--- src/source/core101_macros.svh ---
//--------------------------------------------------------------------------
// core101 shared macros
// Datapath widths, register count, reset PC, PC step and bubble word
//--------------------------------------------------------------------------
`ifndef CORE101_MACROS_SVH
`define CORE101_MACROS_SVH

// Datapath
`define XLEN        32              // Data and address width
`define REG_ADDR_W  5               // Register index width
`define REG_COUNT   32              // GPR count, x0 included

// Fetch
`define RESET_PC    32'h0000_0000   // First fetch address
`define PC_STEP     32'd4           // One 32-bit word per fetch

// ADDI x0,x0,0
`define INSTR_NOP   32'h0000_0013   // Bubble word inserted on halt

`endif

--- src/source/core101_pkg.sv ---
//--------------------------------------------------------------------------
// core101 package
// Major opcode and ALU operation encodings used by decode and execute
//--------------------------------------------------------------------------
package core101_pkg;

  //------------------------------------------------------------------------
  // Major opcodes, bits [6:0] of the instruction word
  //------------------------------------------------------------------------
  typedef enum logic [6:0] {
    OPC_OP     = 7'b0110011,          // Register-register ALU
    OPC_OP_IMM = 7'b0010011,          // Register-immediate ALU
    OPC_LUI    = 7'b0110111           // Load upper immediate
  } opcode_e;                         // Anything else is a bubble

  //------------------------------------------------------------------------
  // ALU operations issued to execute
  //------------------------------------------------------------------------
  typedef enum logic [3:0] {
    ALU_ADD    = 4'd0,                // a + b
    ALU_SUB    = 4'd1,                // a - b
    ALU_SLL    = 4'd2,                // Logical left shift
    ALU_SLT    = 4'd3,                // Signed less-than
    ALU_SLTU   = 4'd4,                // Unsigned less-than
    ALU_XOR    = 4'd5,
    ALU_SRL    = 4'd6,                // Logical right shift
    ALU_SRA    = 4'd7,                // Arithmetic right shift
    ALU_OR     = 4'd8,
    ALU_AND    = 4'd9,
    ALU_PASS_B = 4'd10                // Operand b straight through, LUI
  } alu_op_e;

endpackage

--- src/source/exec_if.sv ---
//--------------------------------------------------------------------------
// Decode to execute link
// Issued operation fields plus the combinational ALU result going back
//--------------------------------------------------------------------------
`timescale 1ns/1ps
`include "core101_macros.svh"

interface exec_if
  import core101_pkg::*;
();

  logic                   valid;      // ID/EX holds a live operation
  alu_op_e                alu_op;     // Operation to perform
  logic [`XLEN-1:0]       operand_a;  // rs1 value or zero for LUI
  logic [`XLEN-1:0]       operand_b;  // rs2 value or immediate
  logic [`REG_ADDR_W-1:0] rd;         // Destination register
  logic [`XLEN-1:0]       result;     // Same-cycle ALU output

  // Decode side owns the ID/EX register and taps result for forwarding
  modport decode (
    output valid, alu_op, operand_a, operand_b, rd,
    input  result
  );

  // Execute side consumes the fields and returns the result
  modport exec (
    input  valid, alu_op, operand_a, operand_b, rd,
    output result
  );

endinterface

--- src/source/fetch_unit.sv ---
//--------------------------------------------------------------------------
// Fetch stage
// Program counter and IF/ID register; halt holds the PC and issues bubbles
//--------------------------------------------------------------------------
`timescale 1ns/1ps
`include "core101_macros.svh"

module fetch_unit (
  input  logic             clock,
  input  logic             reset,
  input  logic             halt,         // Freeze fetch this cycle
  output logic [`XLEN-1:0] instr_addr,   // To instruction memory
  input  logic [`XLEN-1:0] instr_data,   // Combinational read data
  output logic [`XLEN-1:0] instr,        // IF/ID instruction word
  output logic             instr_valid   // IF/ID holds a real fetch
);

  logic [`XLEN-1:0] pc;                  // Address being fetched

  assign instr_addr = pc;

  //------------------------------------------------------------------------
  // PC and IF/ID valid
  //------------------------------------------------------------------------
  always_ff @(posedge clock) begin
    if (reset) begin
      pc          <= `RESET_PC;
      instr_valid <= 1'b0;
    end else if (halt) begin
      instr_valid <= 1'b0;               // PC holds, bubble goes down
    end else begin
      pc          <= pc + `PC_STEP;      // Sequential only, no branches
      instr_valid <= 1'b1;
    end
  end

  //------------------------------------------------------------------------
  // IF/ID instruction word
  //------------------------------------------------------------------------
  always_ff @(posedge clock) begin
    if (halt) begin
      instr <= `INSTR_NOP;               // Harmless ADDI x0 while frozen
    end else begin
      instr <= instr_data;               // Word at current PC
    end
  end

endmodule

--- src/source/register_file.sv ---
//--------------------------------------------------------------------------
// General purpose register file
// 32 x XLEN, x0 hardwired to zero, two combinational reads with
// write-through from the writeback bus
//--------------------------------------------------------------------------
`timescale 1ns/1ps
`include "core101_macros.svh"

module register_file (
  input  logic                   clock,
  input  logic                   reset,
  input  logic [`REG_ADDR_W-1:0] rs1_addr,
  input  logic [`REG_ADDR_W-1:0] rs2_addr,
  output logic [`XLEN-1:0]       rs1_data,
  output logic [`XLEN-1:0]       rs2_data,
  input  logic                   wb_valid,   // Write strobe from EX/WB
  input  logic [`REG_ADDR_W-1:0] wb_rd,
  input  logic [`XLEN-1:0]       wb_data
);

  logic [`XLEN-1:0] regs [`REG_COUNT];       // Entry 0 stays zero

  // One read port; same-cycle write is bypassed
  function automatic logic [`XLEN-1:0] read_port(
    input logic [`REG_ADDR_W-1:0] addr
  );
    logic [`XLEN-1:0] data;
    if (addr == '0) begin
      data = '0;                             // x0 always zero
    end else if (wb_valid && (wb_rd == addr)) begin
      data = wb_data;                        // Write-through
    end else begin
      data = regs[addr];
    end
    return data;
  endfunction

  always_comb begin
    rs1_data = read_port(rs1_addr);
    rs2_data = read_port(rs2_addr);
  end

  // Write at the edge closing the wb_valid cycle
  always_ff @(posedge clock) begin
    if (reset) begin
      for (int i = 0; i < `REG_COUNT; i++) begin
        regs[i] <= '0;
      end
    end else if (wb_valid && (wb_rd != '0)) begin
      regs[wb_rd] <= wb_data;                // x0 never written
    end
  end

endmodule

--- src/source/decode_unit.sv ---
//--------------------------------------------------------------------------
// Decode and issue stage
// Field split, ALU op mapping, I/U immediates, EX forwarding, ID/EX
//--------------------------------------------------------------------------
`timescale 1ns/1ps
`include "core101_macros.svh"

module decode_unit
  import core101_pkg::*;
(
  input  logic                   clock,
  input  logic                   reset,
  input  logic [`XLEN-1:0]       instr,        // From IF/ID
  input  logic                   instr_valid,
  output logic [`REG_ADDR_W-1:0] rs1_addr,     // To register file
  output logic [`REG_ADDR_W-1:0] rs2_addr,
  input  logic [`XLEN-1:0]       rs1_data,     // Already write-through
  input  logic [`XLEN-1:0]       rs2_data,
  exec_if.decode                 ex            // ID/EX fields out, result in
);

  opcode_e                opcode;
  logic [2:0]             funct3;
  logic [6:0]             funct7;
  logic [`REG_ADDR_W-1:0] rd;
  logic [`XLEN-1:0]       imm_i;               // Sign-extended I-type
  logic [`XLEN-1:0]       imm_u;               // U-type, low 12 zero
  logic [`XLEN-1:0]       src1;                // rs1 after forwarding
  logic [`XLEN-1:0]       src2;                // rs2 after forwarding
  alu_op_e                alu_op;
  logic                   use_imm;             // b from imm_i
  logic                   is_lui;              // b from imm_u, a zero
  logic                   supported;           // Known encoding

  // funct3 plus the funct7[5] alternate bit to ALU op
  function automatic alu_op_e funct_to_alu(input logic [2:0] f3, input logic alt);
    alu_op_e op;
    case (f3)
      3'b000:  op = alt ? ALU_SUB : ALU_ADD;
      3'b001:  op = ALU_SLL;
      3'b010:  op = ALU_SLT;
      3'b011:  op = ALU_SLTU;
      3'b100:  op = ALU_XOR;
      3'b101:  op = alt ? ALU_SRA : ALU_SRL;
      3'b110:  op = ALU_OR;
      default: op = ALU_AND;
    endcase
    return op;
  endfunction

  //------------------------------------------------------------------------
  // Field extraction and immediates
  //------------------------------------------------------------------------
  assign opcode   = opcode_e'(instr[6:0]);
  assign rd       = instr[11:7];
  assign funct3   = instr[14:12];
  assign rs1_addr = instr[19:15];
  assign rs2_addr = instr[24:20];
  assign funct7   = instr[31:25];
  assign imm_i    = {{(`XLEN-12){instr[31]}}, instr[31:20]};
  assign imm_u    = {instr[31:12], 12'b0};

  // Previous op still in ID/EX is newer than anything in the GPRs
  assign src1 = (ex.valid && (ex.rd == rs1_addr) && (rs1_addr != '0)) ? ex.result : rs1_data;
  assign src2 = (ex.valid && (ex.rd == rs2_addr) && (rs2_addr != '0)) ? ex.result : rs2_data;

  //------------------------------------------------------------------------
  // Opcode decode
  //------------------------------------------------------------------------
  always_comb begin
    alu_op    = ALU_ADD;
    use_imm   = 1'b0;
    is_lui    = 1'b0;
    supported = 1'b0;
    case (opcode)
      OPC_OP: begin
        alu_op    = funct_to_alu(funct3, funct7[5]);
        supported = (funct7 == 7'b0000000) ||
                    ((funct7 == 7'b0100000) && ((funct3 == 3'b000) || (funct3 == 3'b101)));
      end
      OPC_OP_IMM: begin
        use_imm = 1'b1;
        alu_op  = funct_to_alu(funct3, (funct3 == 3'b101) && funct7[5]); // Only SRAI alt
        if (funct3 == 3'b001) begin
          supported = (funct7 == 7'b0000000);                           // SLLI
        end else if (funct3 == 3'b101) begin
          supported = (funct7 == 7'b0000000) || (funct7 == 7'b0100000); // SRLI, SRAI
        end else begin
          supported = 1'b1;
        end
      end
      OPC_LUI: begin
        alu_op    = ALU_PASS_B;
        is_lui    = 1'b1;
        supported = 1'b1;
      end
      default: ;                                // Becomes a bubble
    endcase
  end

  //------------------------------------------------------------------------
  // ID/EX register
  //------------------------------------------------------------------------
  always_ff @(posedge clock) begin
    if (reset) begin
      ex.valid <= 1'b0;
    end else begin
      ex.valid <= instr_valid && supported && (rd != '0); // x0 writes dropped
    end
  end

  always_ff @(posedge clock) begin
    ex.alu_op    <= alu_op;
    ex.operand_a <= is_lui ? '0 : src1;
    ex.operand_b <= is_lui ? imm_u : (use_imm ? imm_i : src2);
    ex.rd        <= rd;
  end

endmodule

--- src/source/int_exec.sv ---
//--------------------------------------------------------------------------
// Integer execute stage
// RV32I ALU on the issued operands and the EX/WB writeback register
//--------------------------------------------------------------------------
`timescale 1ns/1ps
`include "core101_macros.svh"

module int_exec
  import core101_pkg::*;
(
  input  logic                   clock,
  input  logic                   reset,
  exec_if.exec                   ex,          // From ID/EX
  output logic                   wb_valid,    // Writeback bus
  output logic [`REG_ADDR_W-1:0] wb_rd,
  output logic [`XLEN-1:0]       wb_data
);

  logic [`XLEN-1:0] a;
  logic [`XLEN-1:0] b;
  logic [4:0]       shamt;                     // Low five bits of b
  logic             lt_signed;
  logic             lt_unsigned;

  assign a           = ex.operand_a;
  assign b           = ex.operand_b;
  assign shamt       = b[4:0];
  assign lt_signed   = $signed(a) < $signed(b);
  assign lt_unsigned = a < b;

  //------------------------------------------------------------------------
  // ALU, feeds forwarding in decode the same cycle
  //------------------------------------------------------------------------
  always_comb begin
    case (ex.alu_op)
      ALU_ADD:    ex.result = a + b;
      ALU_SUB:    ex.result = a - b;                          // Wraps on underflow
      ALU_SLL:    ex.result = a << shamt;
      ALU_SLT:    ex.result = {{(`XLEN-1){1'b0}}, lt_signed};
      ALU_SLTU:   ex.result = {{(`XLEN-1){1'b0}}, lt_unsigned};
      ALU_XOR:    ex.result = a ^ b;
      ALU_SRL:    ex.result = a >> shamt;
      ALU_SRA:    ex.result = $signed(a) >>> shamt;           // Sign fill
      ALU_OR:     ex.result = a | b;
      ALU_AND:    ex.result = a & b;
      ALU_PASS_B: ex.result = b;                              // LUI
      default:    ex.result = '0;
    endcase
  end

  //------------------------------------------------------------------------
  // EX/WB register
  //------------------------------------------------------------------------
  always_ff @(posedge clock) begin
    if (reset) begin
      wb_valid <= 1'b0;
    end else begin
      wb_valid <= ex.valid;
    end
  end

  always_ff @(posedge clock) begin
    wb_rd   <= ex.rd;
    wb_data <= ex.result;
  end

endmodule

--- src/source/core101_top.sv ---
//--------------------------------------------------------------------------
// core101 top level
// Three-stage RV32I integer pipeline: fetch, decode/issue, execute
//--------------------------------------------------------------------------
`timescale 1ns/1ps
`include "core101_macros.svh"

module core101_top (
  input  logic                   clock,
  input  logic                   reset,
  input  logic                   halt,        // Freezes fetch
  output logic [`XLEN-1:0]       instr_addr,  // Instruction port
  input  logic [`XLEN-1:0]       instr_data,
  output logic                   wb_valid,    // Retired result
  output logic [`REG_ADDR_W-1:0] wb_rd,
  output logic [`XLEN-1:0]       wb_data
);

  logic [`XLEN-1:0]       instr;              // IF/ID
  logic                   instr_valid;
  logic [`REG_ADDR_W-1:0] rs1_addr;           // Decode to GPR
  logic [`REG_ADDR_W-1:0] rs2_addr;
  logic [`XLEN-1:0]       rs1_data;           // GPR to decode
  logic [`XLEN-1:0]       rs2_data;

  exec_if ex_bus ();                          // ID/EX fields and result

  fetch_unit fetch_unit_inst (
    .clock       (clock),
    .reset       (reset),
    .halt        (halt),
    .instr_addr  (instr_addr),
    .instr_data  (instr_data),
    .instr       (instr),
    .instr_valid (instr_valid)
  );

  register_file register_file_inst (
    .clock    (clock),
    .reset    (reset),
    .rs1_addr (rs1_addr),
    .rs2_addr (rs2_addr),
    .rs1_data (rs1_data),
    .rs2_data (rs2_data),
    .wb_valid (wb_valid),                     // Writeback loops back here
    .wb_rd    (wb_rd),
    .wb_data  (wb_data)
  );

  decode_unit decode_unit_inst (
    .clock       (clock),
    .reset       (reset),
    .instr       (instr),
    .instr_valid (instr_valid),
    .rs1_addr    (rs1_addr),
    .rs2_addr    (rs2_addr),
    .rs1_data    (rs1_data),
    .rs2_data    (rs2_data),
    .ex          (ex_bus.decode)
  );

  int_exec int_exec_inst (
    .clock    (clock),
    .reset    (reset),
    .ex       (ex_bus.exec),
    .wb_valid (wb_valid),
    .wb_rd    (wb_rd),
    .wb_data  (wb_data)
  );

endmodule

--- config.mk ---
export PLATFORM = sky130hd
export DESIGN_NAME = core101_top
export DESIGN_NICKNAME = d
export VERILOG_FILES = /design/src/source/core101_pkg.sv /design/src/source/exec_if.sv /design/src/source/fetch_unit.sv /design/src/source/register_file.sv /design/src/source/decode_unit.sv /design/src/source/int_exec.sv /design/src/source/core101_top.sv
export VERILOG_INCLUDE_DIRS = /design/src /design/src/source
export SDC_FILE = /design/constraint.sdc
export NUM_CORES = 2
export LEC_CHECK = 0
export BUFFER_PORTS_ARGS = -buffer_cell sky130_fd_sc_hd__buf_4
export CAP_MARGIN = 20
export CORE_UTILIZATION = 35
export CTS_CLUSTER_DIAMETER = 120
export DETAILED_ROUTE_END_ITERATION = 7
export MAX_ROUTING_LAYER = met4
export REMOVE_ABC_BUFFERS = 1
export SYNTH_ARGS = -nofsm -noshare
export SYNTH_HDL_FRONTEND = slang
export SYNTH_HIERARCHICAL = 1
export SYNTH_SLANG_ARGS = --single-unit
--- constraint.sdc ---
create_clock -name clock -period 13.2 [get_ports clock]
set_input_delay 1.98 -clock clock [delete_from_list [all_inputs] [get_ports clock]]
set_output_delay 1.98 -clock clock [all_outputs]
set_load 0.01 [all_outputs]
==> reports/results.ini <==
[synth]
yosys_warnings = 6
synth_seq_cells = 1199
syn_area_per_cell_um2 = 12.0
yosysTopAreaCell = edfxtp_1
ys.flop_type = edfxtp_1
postSynthCellCount = 5924
ys_types = 110
synth_edf_count = 1024
async_reset_ff_share_pct = 0
synthesis.area_um2 = 71200
netlist.area_leader.share_pct = 43.2
yosysMostFrequentCell = edfxtp_1
synthTopCellsByArea = edfxtp_1 (43%), mux4_2 (12%), and2_1 (8.8%), mux2i_1 (5.7%), dfxtp_1 (4.9%)
synth_common_cells = edfxtp_1 (1,024), and2_1 (1,003), clkbuf_1 (410)
ys_seq_area_share_pct = 48.1

[status]
outcome = finished with violations
violations = DRC

[grt]
grt_max_degree = 93
overflow = 0
antenna_found_initial = 24
grt_pass1_vias = 51107
grt_pass1_wl_um = 415000
grt_util_all_layers_pct = 29.6

[sta]
fmax_mhz = 186
fin_tns_setup_ns = 0
final.min_clock_period_ns = 5.37
finalSetupViolations = 0
final_hold_viol_count = 0
rsz0062_at_grt = no
period_share_pct = 40.7
relSlewSlack_pct = 14.8
slew_viol_final = 0
fin_skew_ns = 0.0288
worstMarginPinSlew_ns = 1.26

[detailed_routing]
vias = 54355
drt_iter0_drc = 8520
drc = 2
antenna_left = 0
wire_per_inst_um = 35.4
wl_met2_um = 130000
dr_wl_met3_um = 35600
first_pass_iters = 8
top_layer_used = met4
wl_um = 302000
drt-met1-wl_um = 113000
via_per_inst = 6.38

[floorplan]
num_rows = 165
die_h_um = 453
die_w_um = 453
die_area_um2 = 205000
io_pins = 105
core_area_um2 = 202000
initial_core_util_pct = 35.2

[cts]
cts_buffers = 131
cts.clk_slew.worst_paths_ns = 0.06
ctsResizeCount = 0
htree_levels = 4
cts_setup_buffers = 0
cts_root_buf = clkbuf_16
cts_hold_buffers = 0
insertion_delay_ns = 0.79
clk_path_buf_depth = 3
cts_tree = done
cts_num_sinks = 1199

[power]
swShare_pct = 36.3
clkPwrFrac_pct = 31.9
peakVddDrop_uv = 149
p_leak_nw = 27.5
p_switching_mw = 4.12
p_per_area_nw_per_um2 = 145
internal-power_mw = 7.22
seqPwrFrac_pct = 40.8
power_frac_comb_pct = 27.3

[placement]
dpl_cell_area_um2 = 74300
post-place-cells = 8275
dp_hpwl_um = 203000
gp_congestion = 1.06
io_buffer_count = 102

[hold_path]
hold_depth = 0
holdCritPathClass = flip-flop to flip-flop

[critical_path]
critical_path_arrival_ns = 6.07
worst_ep_required_time_ns = 13.90
critPathKind = flip-flop to flip-flop
rr_worst_depth = 16
setup.worst_path.end_class = flip-flop
critPathLaunchType = flip-flop
cp_max_fo = 49

[layout]
design_area_um2 = 78500
final_util_pct = 38.8
fin_nets = 5877
stdcell_count = 8523
layout-drive-gt1-share_pct = 17.8
area_delta_synth_final_pct = 10.2

[run]
cap_violations = 0

per-layer routing:
| layer | track usage, % | vias to the layer above |
|---|---|---|
| li1 | - | 22151 |
| met3 | 7.88 | 751 |
| met4 | 19.1 | 0 |
| met2 | 42.3 | 3780 |
| met1 | 36.8 | 27673 |
| met5 | - | - |
area by class of cell:
cell class                 count  area (um2)
fill                       19100      124000
sequential                  1199       34300
multi-input combinational   4025       34100
clock buffer                 184        3680
tap                         2672        3340
timing repair buffer         265        2160
inverter                     117         439
clock inverter                44         410
antenna                       17        42.5
path summary, 6_finish.rpt:
path                            slack [ns]                                end                        startpoint
worst max register to register        7.83  decode_unit_inst/ex.operand_b[28]  decode_unit_inst/ex.operand_b[0]
worst min register to register        0.35          decode_unit_inst/ex.rd[1]          fetch_unit_inst/instr[8]
worst max-delay path                  7.83  decode_unit_inst/ex.operand_b[28]  decode_unit_inst/ex.operand_b[0]
worst min-delay path                  0.35          decode_unit_inst/ex.rd[1]          fetch_unit_inst/instr[8]
metrics by stage:
stage | setup WS (ns) | hold WS [ns] | total power, mW
3_5_place_dp | 7.91 | 0.338 | 7.65
2_1_floorplan | -2.46 | 0.323 | 6.15
3_3_place_gp | 7.95 | 0.333 | 7.64
5_1_grt | 7.63 | 0.358 | 11.6
4_1_cts | 8.05 | 0.349 | 11.2
6_report | 7.83 | 0.350 | 11.3
worst max-delay path: stages (launching register included):
cell and delay (ns):
dfxtp_2 0.76, buf_4 0.61, ha_1 0.33, inv_1 0.07
fa_1 0.40, nand2b_1 0.17, a21oi_1 0.35, o311ai_1 0.25
a311oi_1 0.72, o21ai_1 0.25, o21a_1 0.25, o21ai_0 0.22
a221oi_1 0.12, o21ai_1 0.29, o31a_1 0.19, nand4_1 0.12
o221ai_2 0.11
state kept, by name, indices dropped and copies added (netlist names):
register	cells
register_file_inst/regs	1024
decode_unit_inst/ex.operand_a	32
decode_unit_inst/ex.operand_b	32
fetch_unit_inst/instr	32
int_exec_inst/wb_data	32
fetch_unit_inst/instr_addr	30
decode_unit_inst/ex.rd	5
int_exec_inst/wb_rd	5
decode_unit_inst/ex.alu_op	4
decode_unit_inst/ex.valid	1
fetch_unit_inst/instr_valid	1
int_exec_inst/wb_valid	1
power by group through the flow:
stage | sequential [mW] | combinational [mW] | clock (mW)
floorplan | 4.78 | 1.37 | 0
global placement | 4.68 | 2.96 | 0
detailed placement | 4.69 | 2.96 | 0
CTS | 4.61 | 2.97 | 3.65
global route | 4.63 | 3.15 | 3.79
finish | 4.63 | 3.10 | 3.62
logic make-up (layout without fill, tap and decap cells):
group	count (synthesis)	in the layout	synth area share (%)
buffers and inverters	732	610	4.67
other	2	51	0.0105
AO/OA/AOI/OAI	1183	1183	11.8
multiplexers	826	826	18.5
XOR/XNOR	39	39	0.480
AND/OR/NAND/NOR	1840	1840	14.6
flip-flops	1199	1199	48.1
adder cells (fa/ha/maj)	103	103	1.83
cells in the final DEF, fill, tap and decap left out, types with 53 or more instances in the layout:
cell / netlist / routed
a22oi_1: 115 / 115
ha_1: 101 / 101
dfxtp_1: 175 / 156
a211oi_1: 59 / 59
mux4_2: 390 / 390
clkbuf_16: 0 / 136
o21ai_1: 61 / 60
o22ai_1: 58 / 58
nand4_1: 87 / 87
mux2i_1: 404 / 404
buf_4: 46 / 254
o21ai_0: 124 / 123
inv_1: 110 / 109
nor2_1: 227 / 192
o31ai_1: 61 / 61
and2_1: 1003 / 1002
nand2_1: 226 / 225
o221ai_1: 53 / 53
a21oi_1: 280 / 280
edfxtp_1: 1024 / 1024
(Power assumes the default switching activity.)
